**src/rtl/du_pkg.sv**
```systemverilog
package du_pkg;

    // Link and processor widths
    typedef logic [7:0]  byte_t;
    typedef logic [31:0] word_t;

    typedef logic [7:0]  im_addr_t;   // Instruction memory byte address
    typedef logic [4:0]  rb_addr_t;   // Register bank index
    typedef logic [4:0]  dm_addr_t;   // Data memory word address

    // Words go out MSB first, one byte per transfer
    localparam int BYTES_PER_WORD = 4;

    // Command bytes received over the UART
    typedef enum logic [7:0] {
        CMD_WRITE_PROG = 8'd1,
        CMD_START      = 8'd2,
        CMD_STEP_MODE  = 8'd3,
        CMD_SEND_RB    = 8'd4,
        CMD_SEND_DM    = 8'd5,
        CMD_SEND_PC    = 8'd6,
        CMD_STEP       = 8'd7,
        CMD_CONTINUE   = 8'd8
    } cmd_e;

    // Source walked by the word dumper
    typedef enum logic [1:0] {
        DUMP_PC = 2'd0,
        DUMP_DM = 2'd1,
        DUMP_RB = 2'd2
    } dump_src_e;

endpackage

```
**src/rtl/debug_controller.sv**
```systemverilog
`timescale 1ns/1ps

module debug_controller (
    input  logic              i_clock,
    input  logic              i_reset,
    input  logic              i_rx_done,
    input  du_pkg::byte_t     i_rx_data,
    input  logic              i_hlt,
    input  logic              i_load_done,
    input  logic              i_dump_done,
    output logic              o_load_start,
    output logic              o_dump_start,
    output du_pkg::dump_src_e o_dump_src,
    output logic              o_run_enable,
    output logic              o_step_mode,
    output logic              o_step
);
    import du_pkg::*;

    typedef enum logic [2:0] {
        ST_IDLE,
        ST_LOADING,
        ST_READY,
        ST_RUNNING,
        ST_STEPPING,
        ST_DUMPING,
        ST_STEP_DUMPING
    } state_e;

    state_e    state;
    state_e    next_state;
    cmd_e      cmd;
    dump_src_e chain_src;       // Dump in flight during a step
    dump_src_e next_chain_src;
    logic      step_req;        // One cycle ahead of o_step
    logic      next_step_req;

    assign cmd = cmd_e'(i_rx_data);

    always_comb begin
        next_state     = state;
        next_chain_src = chain_src;
        next_step_req  = 1'b0;
        o_load_start   = 1'b0;
        o_dump_start   = 1'b0;
        o_dump_src     = DUMP_PC;

        case (state)
            ST_IDLE: begin
                if (i_rx_done) begin
                    case (cmd)
                        CMD_WRITE_PROG: begin
                            o_load_start = 1'b1;
                            next_state   = ST_LOADING;
                        end
                        CMD_SEND_RB: begin
                            o_dump_start = 1'b1;
                            o_dump_src   = DUMP_RB;
                            next_state   = ST_DUMPING;
                        end
                        CMD_SEND_DM: begin
                            o_dump_start = 1'b1;
                            o_dump_src   = DUMP_DM;
                            next_state   = ST_DUMPING;
                        end
                        CMD_SEND_PC: begin
                            o_dump_start = 1'b1;
                            o_dump_src   = DUMP_PC;
                            next_state   = ST_DUMPING;
                        end
                        default: ;  // Anything else is dropped
                    endcase
                end
            end
            ST_LOADING: begin
                if (i_load_done) begin
                    next_state = ST_READY;
                end
            end
            ST_READY: begin
                if (i_rx_done && cmd == CMD_START) begin
                    next_state = ST_RUNNING;
                end else if (i_rx_done && cmd == CMD_STEP_MODE) begin
                    next_state = ST_STEPPING;
                end
            end
            ST_RUNNING: begin
                if (i_hlt) begin
                    next_state = ST_IDLE;
                end
            end
            ST_STEPPING: begin
                if (i_hlt) begin
                    next_state = ST_IDLE;
                end else if (i_rx_done && cmd == CMD_STEP) begin
                    next_step_req  = 1'b1;
                    next_chain_src = DUMP_PC;
                    next_state     = ST_STEP_DUMPING;
                end else if (i_rx_done && cmd == CMD_CONTINUE) begin
                    next_state = ST_RUNNING;
                end
            end
            ST_DUMPING: begin
                if (i_dump_done) begin
                    next_state = ST_IDLE;
                end
            end
            ST_STEP_DUMPING: begin
                // PC dump starts with the step pulse, then DM and RB follow
                if (o_step) begin
                    o_dump_start = 1'b1;
                    o_dump_src   = DUMP_PC;
                end else if (i_dump_done) begin
                    case (chain_src)
                        DUMP_PC: begin
                            o_dump_start   = 1'b1;
                            o_dump_src     = DUMP_DM;
                            next_chain_src = DUMP_DM;
                        end
                        DUMP_DM: begin
                            o_dump_start   = 1'b1;
                            o_dump_src     = DUMP_RB;
                            next_chain_src = DUMP_RB;
                        end
                        default: next_state = ST_STEPPING;
                    endcase
                end
            end
            default: next_state = ST_IDLE;
        endcase
    end

    always_ff @(posedge i_clock) begin
        if (i_reset) begin
            state        <= ST_IDLE;
            chain_src    <= DUMP_PC;
            step_req     <= 1'b0;
            o_step       <= 1'b0;
            o_run_enable <= 1'b0;
            o_step_mode  <= 1'b0;
        end else begin
            state        <= next_state;
            chain_src    <= next_chain_src;
            step_req     <= next_step_req;
            o_step       <= step_req;
            o_run_enable <= (next_state == ST_RUNNING);
            o_step_mode  <= (next_state == ST_STEPPING) ||
                            (next_state == ST_STEP_DUMPING);
        end
    end

    a_single_start: assert property (
        @(posedge i_clock) disable iff (i_reset)
        !(o_load_start && o_dump_start)
    );

endmodule

```
**src/rtl/debug_unit.sv**
```systemverilog
`timescale 1ns/1ps

module debug_unit #(
    parameter int PROG_BYTES = 40,
    parameter int DM_DEPTH   = 32,   // At most 32 words
    parameter int RB_DEPTH   = 32    // At most 32 registers
) (
    input  logic             i_clock,
    input  logic             i_reset,
    input  logic             i_rx_done,
    input  du_pkg::byte_t    i_rx_data,
    input  logic             i_tx_done,
    input  logic             i_hlt,
    input  du_pkg::word_t    i_pc_value,
    input  du_pkg::word_t    i_dm_data,
    input  du_pkg::word_t    i_br_data,
    output du_pkg::byte_t    o_tx_data,
    output logic             o_tx_start,
    output logic             o_im_write_enable,
    output du_pkg::im_addr_t o_im_addr,
    output du_pkg::byte_t    o_im_data,
    output du_pkg::dm_addr_t o_dm_addr,
    output logic             o_dm_select,
    output du_pkg::rb_addr_t o_rb_addr,
    output logic             o_rb_read_enable,
    output logic             o_run_enable,
    output logic             o_step_mode,
    output logic             o_step
);
    import du_pkg::*;

    logic      load_start;
    logic      load_done;
    logic      dump_start;
    logic      dump_done;
    dump_src_e dump_src;

    debug_controller ctrl_i (
        .i_clock      (i_clock),
        .i_reset      (i_reset),
        .i_rx_done    (i_rx_done),
        .i_rx_data    (i_rx_data),
        .i_hlt        (i_hlt),
        .i_load_done  (load_done),
        .i_dump_done  (dump_done),
        .o_load_start (load_start),
        .o_dump_start (dump_start),
        .o_dump_src   (dump_src),
        .o_run_enable (o_run_enable),
        .o_step_mode  (o_step_mode),
        .o_step       (o_step)
    );

    // Shares the RX byte stream with the controller
    program_loader #(
        .PROG_BYTES (PROG_BYTES)
    ) loader_i (
        .i_clock           (i_clock),
        .i_reset           (i_reset),
        .i_load_start      (load_start),
        .i_rx_done         (i_rx_done),
        .i_rx_data         (i_rx_data),
        .o_im_write_enable (o_im_write_enable),
        .o_im_addr         (o_im_addr),
        .o_im_data         (o_im_data),
        .o_done            (load_done)
    );

    word_dumper #(
        .DM_DEPTH (DM_DEPTH),
        .RB_DEPTH (RB_DEPTH)
    ) dumper_i (
        .i_clock          (i_clock),
        .i_reset          (i_reset),
        .i_dump_start     (dump_start),
        .i_dump_src       (dump_src),
        .i_tx_done        (i_tx_done),
        .i_pc_value       (i_pc_value),
        .i_dm_data        (i_dm_data),
        .i_br_data        (i_br_data),
        .o_tx_data        (o_tx_data),
        .o_tx_start       (o_tx_start),
        .o_dm_addr        (o_dm_addr),
        .o_dm_select      (o_dm_select),
        .o_rb_addr        (o_rb_addr),
        .o_rb_read_enable (o_rb_read_enable),
        .o_done           (dump_done)
    );

endmodule

```
**src/rtl/program_loader.sv**
```systemverilog
`timescale 1ns/1ps

module program_loader #(
    parameter int PROG_BYTES = 40
) (
    input  logic             i_clock,
    input  logic             i_reset,
    input  logic             i_load_start,
    input  logic             i_rx_done,
    input  du_pkg::byte_t    i_rx_data,
    output logic             o_im_write_enable,
    output du_pkg::im_addr_t o_im_addr,
    output du_pkg::byte_t    o_im_data,
    output logic             o_done
);
    import du_pkg::*;

    localparam im_addr_t LAST_ADDR = im_addr_t'(PROG_BYTES - 1);

    logic     armed;     // Counting program bytes
    im_addr_t wr_addr;   // Address for the next received byte

    always_ff @(posedge i_clock) begin
        if (i_reset) begin
            armed             <= 1'b0;
            wr_addr           <= '0;
            o_im_write_enable <= 1'b0;
            o_im_addr         <= '0;
            o_done            <= 1'b0;
        end else begin
            o_im_write_enable <= 1'b0;
            o_done            <= 1'b0;
            if (i_load_start) begin
                armed   <= 1'b1;
                wr_addr <= '0;
            end else if (armed && i_rx_done) begin
                o_im_write_enable <= 1'b1;
                o_im_addr         <= wr_addr;
                wr_addr           <= wr_addr + 1'b1;
                // Last byte closes the load
                if (wr_addr == LAST_ADDR) begin
                    armed  <= 1'b0;
                    o_done <= 1'b1;
                end
            end
        end
    end

    // Byte travels with its write strobe
    always_ff @(posedge i_clock) begin
        if (armed && i_rx_done) begin
            o_im_data <= i_rx_data;
        end
    end

    a_write_in_range: assert property (
        @(posedge i_clock) disable iff (i_reset)
        o_im_write_enable |-> (int'(o_im_addr) < PROG_BYTES)
    );

endmodule

```
**src/rtl/word_dumper.sv**
```systemverilog
`timescale 1ns/1ps

module word_dumper #(
    parameter int DM_DEPTH = 32,
    parameter int RB_DEPTH = 32
) (
    input  logic              i_clock,
    input  logic              i_reset,
    input  logic              i_dump_start,
    input  du_pkg::dump_src_e i_dump_src,
    input  logic              i_tx_done,
    input  du_pkg::word_t     i_pc_value,
    input  du_pkg::word_t     i_dm_data,
    input  du_pkg::word_t     i_br_data,
    output du_pkg::byte_t     o_tx_data,
    output logic              o_tx_start,
    output du_pkg::dm_addr_t  o_dm_addr,
    output logic              o_dm_select,
    output du_pkg::rb_addr_t  o_rb_addr,
    output logic              o_rb_read_enable,
    output logic              o_done
);
    import du_pkg::*;

    localparam int BYTE_CNT_W = $clog2(BYTES_PER_WORD);
    localparam logic [BYTE_CNT_W-1:0] LAST_BYTE = BYTE_CNT_W'(BYTES_PER_WORD - 1);

    typedef enum logic [1:0] {
        ST_IDLE,
        ST_ADDR,    // Address settles, read data follows next cycle
        ST_SEND,    // Byte offered until the transmitter acknowledges
        ST_GAP      // Start drops between bytes of one word
    } state_e;

    state_e                state;
    dump_src_e             src_q;
    dm_addr_t              word_cnt;
    dm_addr_t              last_word;
    logic [BYTE_CNT_W-1:0] byte_cnt;
    word_t                 cur_word;
    word_t                 shifted;

    // Word source and its length
    always_comb begin
        case (src_q)
            DUMP_DM: begin
                cur_word  = i_dm_data;
                last_word = dm_addr_t'(DM_DEPTH - 1);
            end
            DUMP_RB: begin
                cur_word  = i_br_data;
                last_word = dm_addr_t'(RB_DEPTH - 1);
            end
            default: begin
                cur_word  = i_pc_value;  // PC is a single word
                last_word = '0;
            end
        endcase
    end

    // MSB first, so byte 0 is the top of the word
    assign shifted    = cur_word << {byte_cnt, 3'b000};
    assign o_tx_data  = shifted[$bits(word_t)-1 -: $bits(byte_t)];
    assign o_tx_start = (state == ST_SEND);

    assign o_dm_addr = word_cnt;
    assign o_rb_addr = rb_addr_t'(word_cnt);

    always_ff @(posedge i_clock) begin
        if (i_reset) begin
            state            <= ST_IDLE;
            src_q            <= DUMP_PC;
            word_cnt         <= '0;
            byte_cnt         <= '0;
            o_dm_select      <= 1'b0;
            o_rb_read_enable <= 1'b0;
            o_done           <= 1'b0;
        end else begin
            o_done <= 1'b0;
            case (state)
                ST_IDLE: begin
                    if (i_dump_start) begin
                        src_q            <= i_dump_src;
                        word_cnt         <= '0;
                        byte_cnt         <= '0;
                        o_dm_select      <= (i_dump_src == DUMP_DM);
                        o_rb_read_enable <= (i_dump_src == DUMP_RB);
                        state            <= ST_ADDR;
                    end
                end
                ST_ADDR: state <= ST_SEND;
                ST_SEND: begin
                    if (i_tx_done) begin
                        if (byte_cnt == LAST_BYTE) begin
                            byte_cnt <= '0;
                            if (word_cnt == last_word) begin
                                word_cnt         <= '0;
                                o_dm_select      <= 1'b0;
                                o_rb_read_enable <= 1'b0;
                                o_done           <= 1'b1;
                                state            <= ST_IDLE;
                            end else begin
                                word_cnt <= word_cnt + 1'b1;  // Next address
                                state    <= ST_ADDR;
                            end
                        end else begin
                            byte_cnt <= byte_cnt + 1'b1;
                            state    <= ST_GAP;
                        end
                    end
                end
                ST_GAP:  state <= ST_SEND;
                default: state <= ST_IDLE;
            endcase
        end
    end

    // Source data must hold while a byte is on offer
    a_tx_data_stable: assert property (
        @(posedge i_clock) disable iff (i_reset)
        (o_tx_start && $past(o_tx_start)) |-> $stable(o_tx_data)
    );

endmodule

```
**config.mk**
```make
export PLATFORM = sky130hd
export DESIGN_NAME = debug_unit
export DESIGN_NICKNAME = d
export VERILOG_FILES = /design/src/rtl/du_pkg.sv /design/src/rtl/debug_controller.sv /design/src/rtl/debug_unit.sv /design/src/rtl/program_loader.sv /design/src/rtl/word_dumper.sv
export SDC_FILE = /design/constraint.sdc
export NUM_CORES = 1
export LEC_CHECK = 0
export BUFFER_PORTS_ARGS = -buffer_cell sky130_fd_sc_hd__buf_2
export CAP_MARGIN = 20
export CORE_ASPECT_RATIO = 0.6
export CORE_MARGIN = 2
export CORE_UTILIZATION = 35
export CTS_CLUSTER_DIAMETER = 200
export CTS_CLUSTER_SIZE = 20
export DETAILED_ROUTE_END_ITERATION = 8
export PLACE_DENSITY = 0.74
export SYNTH_ARGS = -nofsm -noshare
export SYNTH_HDL_FRONTEND = slang
export SYNTH_SLANG_ARGS = --single-unit
```
**constraint.sdc**
```tcl
create_clock -name i_clock -period 2.39 [get_ports i_clock]
set_clock_uncertainty 0.15 [all_clocks]
set_input_delay 0.1195 -clock i_clock [delete_from_list [all_inputs] [get_ports i_clock]]
set_output_delay 0.1195 -clock i_clock [all_outputs]
set_load 0.01 [all_outputs]
```
## Word level (Yosys, flattened, before mapping)

Index checks and enable logic that the tools add are counted.

| word-level totals | value |
|---|---|
| output and inout port bits | 41 |
| word-level logic and storage cells | 160 |
| register bits after elaboration | 50 |

| cells by class | value |
|---|---|
| multiplexer cells | 65 |
| bitwise gates (word level) | 6 |
| reduce and logical (&&, ||, !) cells | 29 |
| $add $sub $neg | 3 |
| equality and inequality tests | 37 |
| shift-type cells | 1 |

Operators by type and width:

| operator | number |
|---|---|
| 32-bit one-hot mux with 2 select lines | 1 |
| 3-bit 2-to-1 mux | 12 |
| 8-bit by 3-bit equality test with 1-bit output, second input constant | 4 |
| 32-bit by 5-bit left shift with 32-bit output | 1 |
| 2-bit 2-to-1 mux | 13 |
| 5-bit 2-to-1 mux | 5 |
| 2-bit one-hot mux with 2 select lines | 6 |
| 1-bit 2-to-1 mux | 21 |
| 3-bit one-hot mux with 7 select lines | 1 |
| 8-bit by 2-bit equality test with 1-bit output, second input constant | 2 |
| 3-bit equality test, second input constant | 5 |
| 2-bit equality test, second input constant | 5 |
| 5-bit one-hot mux with 2 select lines | 1 |
| 3-bit by 2-bit equality test with 1-bit output, second input constant | 3 |
| 3-bit OR reduction | 3 |
| 8-bit by 1-bit adder with 8-bit output, second input constant | 1 |
| 2-bit by 1-bit equality test with 1-bit output, second input constant | 4 |
| 8-bit by 1-bit equality test with 1-bit output, second input constant | 1 |
| 8-bit by 4-bit equality test with 1-bit output, second input constant | 1 |
| 8-bit by 6-bit equality test with 1-bit output, second input constant | 1 |
| 2-bit by 1-bit inequality test with 1-bit output, second input constant | 4 |
| 2-bit inequality test, second input constant | 4 |
| 2-bit AND reduction | 4 |
| 2-bit nonzero test | 4 |
| other kinds (19) | 34 |

## Longest topological paths before layout

| depth | value |
|---|---|
| depth after elaboration | 8 |
| mapped depth | 7 |
| depth with buffers taken out | 6 |

## Hierarchy

A second synthesis with hierarchy kept.

| unflattened totals | value |
|---|---|
| cells, all modules | 376 |
| area total of the unflattened synthesis | 3218.1 µm² |

By module, submodules not included:

| module | sequential area each (µm²) | cells each | times used | area each (µm²) |
|---|---|---|---|---|
| word_dumper | 280.3 | 203 | 1 | 1501.4 |
| program_loader | 620.6 | 88 | 1 | 1003.5 |
| debug_controller | 180.2 | 85 | 1 | 713.2 |

## Worst setup path before layout

Ideal clock, no wire load.

| timing | value |
|---|---|
| kind | reg2out |
| start | register dumper_i.src_q[0] |
| end | output port o_tx_data[5] |
| data arrival time | 1.788 ns |
| stages on the path, launching flop included | 7 |
| path buffers | 2 |
| setup slack | 0.333 ns |
| cell sequence | dfxtp_1 -> inv_1 -> ha_1 -> clkbuf_1 -> clkbuf_1 -> o21ai_0 -> mux4_2 |

| between the ends | value |
|---|---|
| cells in the longest elaborated chain, start to end | 3 |
| elaborated cells on any way between the ends | 4 |
| classes of those cells | eq/ne: 2; shift: 1; mux: 1 |

Ends and longest elaborated chain:

| element | RTL line | RTL |
|---|---|---|
| start: declaration | word_dumper.sv:36 | `dump_src_e src_q;` |
| start signal: assignment | word_dumper.sv:83 | `src_q <= i_dump_src;` |
| 2-bit equality test / 2-bit by 1-bit equality test with 1-bit output (equally long branches) | word_dumper.sv:45 | `case (src_q)` |
| 32-bit one-hot mux with 2 select lines * | word_dumper.sv:45 |  |
| 32-bit by 5-bit left shift with 32-bit output * | word_dumper.sv:62 | `assign shifted = cur_word << {byte_cnt, 3'b000};` |
| end: declaration | debug_unit.sv:17 | `output du_pkg::byte_t o_tx_data,` |

Mark *: on every way between the ends. The rest lies on a longest branch, timed or not.

## Worst setup path in the final report

| timing | value |
|---|---|
| start | register dumper_i.src_q[1] |
| end | output port o_tx_data[4] |

Same word-level chain as after synthesis.

==> flow_summary.yaml <==
power_and_ir_drop:
  finalPower_mw: 1.871
  p_leak_nw: 1.837
  power.density_nw_per_um2: 432.4
  ir_drop_uv: 279.4
hold_path:
  min_from: "i_rx_done"
  hold_depth: 3
  hold_end: "loader_i.o_im_write_enable$_SDFF_PP0_"
  hold_class: "in -> reg"
floorplanning:
  start_util: 0.3639
  die_h_um: 77.20
  die_width_um: 126.0
  core_um2: 8588
  rows: 26
  io_pins: 150
  dieArea_um2: 9727
logic_synthesis:
  yosysSeqAreaShare: 0.3459
  muxShareOfSynthArea: 0.08647
  ys_async_sr_fraction: 0
  synth_ff_type: "dfxtp_1"
  synth_adder_area_share: 0.02002
  syn_area_um2: 3125
  synth_nets: 489
  synth_xor_xnor_area_share: 0.01962
  synth_top_family_by_area: "simple AND/OR/NAND/NOR gates"
  yosysUniqueCellTypes: 53
  ys_seq_elements: 50
  yosysWarningCount: 0
  syn_area_per_cell_um2: 8.335
  syn_inst: 375
  synth_edf_count: 8
  synth_compound_area_frac: 0.2266
  yosys.area_share.simple: 0.2486
setup_path:
  worstPathArrival_ns: 2.03
  required_ns: 2.12
  ff2ff_path_depth: 5
  r2r_slack_ns: 0.27
  path_class: "reg -> out"
  crit_path_max_incr_delay_ns: 0.46
  cp-start-kind: "flop"
  r2r-end: "dumper_i.o_rb_read_enable$_SDFFE_PP0P_"
  crit_path_start: "dumper_i.src_q[1]$_SDFFE_PP0P_"
  crit_slowest_cell: "mux4_2"
  crit_chain: "inv_1 > ha_1 > buf_8 > a22oi_1 > o21ai_0 > mux4_2 > buf_2"
  rr_startpoint: "dumper_i.o_dm_addr[1]$_SDFFE_PP0P_"
  crit_fanout: 32
  cp-end-kind: "output port"
cts:
  cts_root_buf: "clkbuf_16"
  ctsLongestPathBuffers: 2
  clk_latency_ns: 0.29
  cts_tree: "yes"
  clock_sinks: 50
  clk_pin_slew_ns: 0.06
  h-tree-depth: 2
  numCtsBuffers: 5
cells_and_area:
  drive_above_1_share: 0.3679
  area_growth_pct: 38.43
  mostFrequentLayoutCells: "buf_2, nand2_1, o21ai_0"
  nNetsFinal: 643
  layout_commonest_cell: "buf_2"
  num_antenna_cells: 0
  final_cells: 642
global_routing:
  grt_max_degree: 33
  grt_pass1_vias: 3444
  overflow: 0
  antenna_found_initial: 0
  grt_first_pass_wirelength_um: 16620
  grt_usage: 0.2070
detailed_routing:
  avgRoutedWirePerCell_um: 15.36
  ant_nets: 0
  first_pass_iters: 5
  detail_route.vias_per_cell: 5.463
  drc: 0
  drt-initial-drc-count: 258
  vias: 3507
  wirelength_um: 9861
timing:
  rsz0062_at_grt: "yes"
  finalSetupViolCount: 0
  min_period_over_period: 0.9629
  hold_viol: 0
  tightest_slew_ns: 0.6171
  fin_ws_ns: 0.08868
  drv_slew: 0
  max_freq_ghz: 0.4345
  slew_headroom: 0.5851
  hold_slack_ns: 0.08618
  min_period_ns: 2.301
place:
  pre_cts_ws_ns: 0.2818
  io_buffers: 149
  place_congestion: 0.9464
  dp_hpwl_um: 7335
  dpl.cell_count: 623
status:
  status: "finished, final reports clean"
run:
  cap_violations: 0
-- registers in the layout, summed over array words and instances, names as in the netlist, 2 cells and up --
signal	count
ctrl_i.chain_src	2
ctrl_i.state	3
dumper_i.byte_cnt	2
dumper_i.o_dm_addr	5
dumper_i.src_q	2
dumper_i.state	2
loader_i.o_im_addr	8
loader_i.o_im_data	8
loader_i.wr_addr	8
-- cells by family after synthesis --
logic type,count (synthesis)
xor+xnor,7
mux,17
flops,50
simple gates,149
buf+inv,36
compound gates,111
fa+ha+maj,5
-- stage by stage --
stage	setup TNS, ns	cell area [um2]	util
final	0	4327	0.5038
after global routing	-0.04009	4327	0.5038
after CTS	0	4304	0.5012
after detailed placement	0	3998	0.4655
after global placement	0	3998	0.4655
after floorplan	0	3126	-
-- cells in the mapped netlist, types with 3 or more instances --
cell type	count	area share
nor2_1	31	0.037
buf_2	3	0.0048
nor2b_1	6	0.012
nand4b_1	3	0.0084
nand3_1	8	0.013
o21ai_0	42	0.067
a22oi_1	34	0.082
nand3b_1	4	0.0096
mux2i_1	9	0.029
a31oi_1	3	0.0060
nand2_1	51	0.061
nor3b_1	4	0.0096
nand4_1	7	0.014
xor2_1	6	0.017
clkbuf_1	18	0.022
nand2b_1	10	0.020
dfxtp_1	42	0.27
nor3_1	7	0.011
and2_1	3	0.0060
ha_1	5	0.020
mux4_2	8	0.058
buf_4	5	0.012
edfxtp_1	8	0.077
a21oi_1	14	0.022
inv_1	8	0.0096
-- timing repair --
action,CTS,global route
pin swaps,0,1
hold buffers,9,0
gates cloned,1,0
gates resized for setup,4,7
setup buffers,0,2
endpoints found under the setup margin,4,19
hold endpoints to repair,9,0
-- layout make-up --
class	instances	area [um2]
Multi-Input combinational cell	289	1908
Timing Repair Buffer	174	996.0
Clock inverter	3	40.04
Fill cell	845	4262
Clock buffer	5	125.1
Sequential cell	50	1084
Inverter	9	33.78
Tap cell	112	140.1
-- how the worst max path moves through the flow --
stage                     cells after the start                                     end  slack, ns
after global routing                          7           ctrl_i.o_step_mode$_SDFF_PP0_      -0.04
after global placement                        5  dumper_i.o_rb_read_enable$_SDFFE_PP0P_       0.33
after detailed placement                      5  dumper_i.o_rb_read_enable$_SDFFE_PP0P_       0.28
after floorplan                               6                            o_tx_data[5]       0.33
final                                         7                            o_tx_data[4]       0.09
after CTS                                     7                            o_tx_data[4]      0.002
-- metal layers --
layer	part of all wire	global-route usage	vias up
li1	-	-	1688
met1	0.45	0.2848	1646
met2	0.46	0.3306	154
met3	0.082	0.04676	19
met4	0.013	0.05055	0
met5	0	0	-
-- worst max-delay path: cells and delay by family (launching register included) --
kind	cells	cell delay [ns]
AO/OA/AOI/OAI	2	0.33
adder cells (fa/ha/maj)	1	0.20
buffers and inverters	3	0.40
flip-flops	1	0.35
multiplexers	1	0.46
-- report_power, final --
part	internal (mW)	switching (mW)	leakage [nW]
clock network	0.490	0.308	0.0836
registers	0.855	0.000776	0.411
logic	0.117	0.100	1.34
No activity file was read; power rests on OpenSTA's default activity.
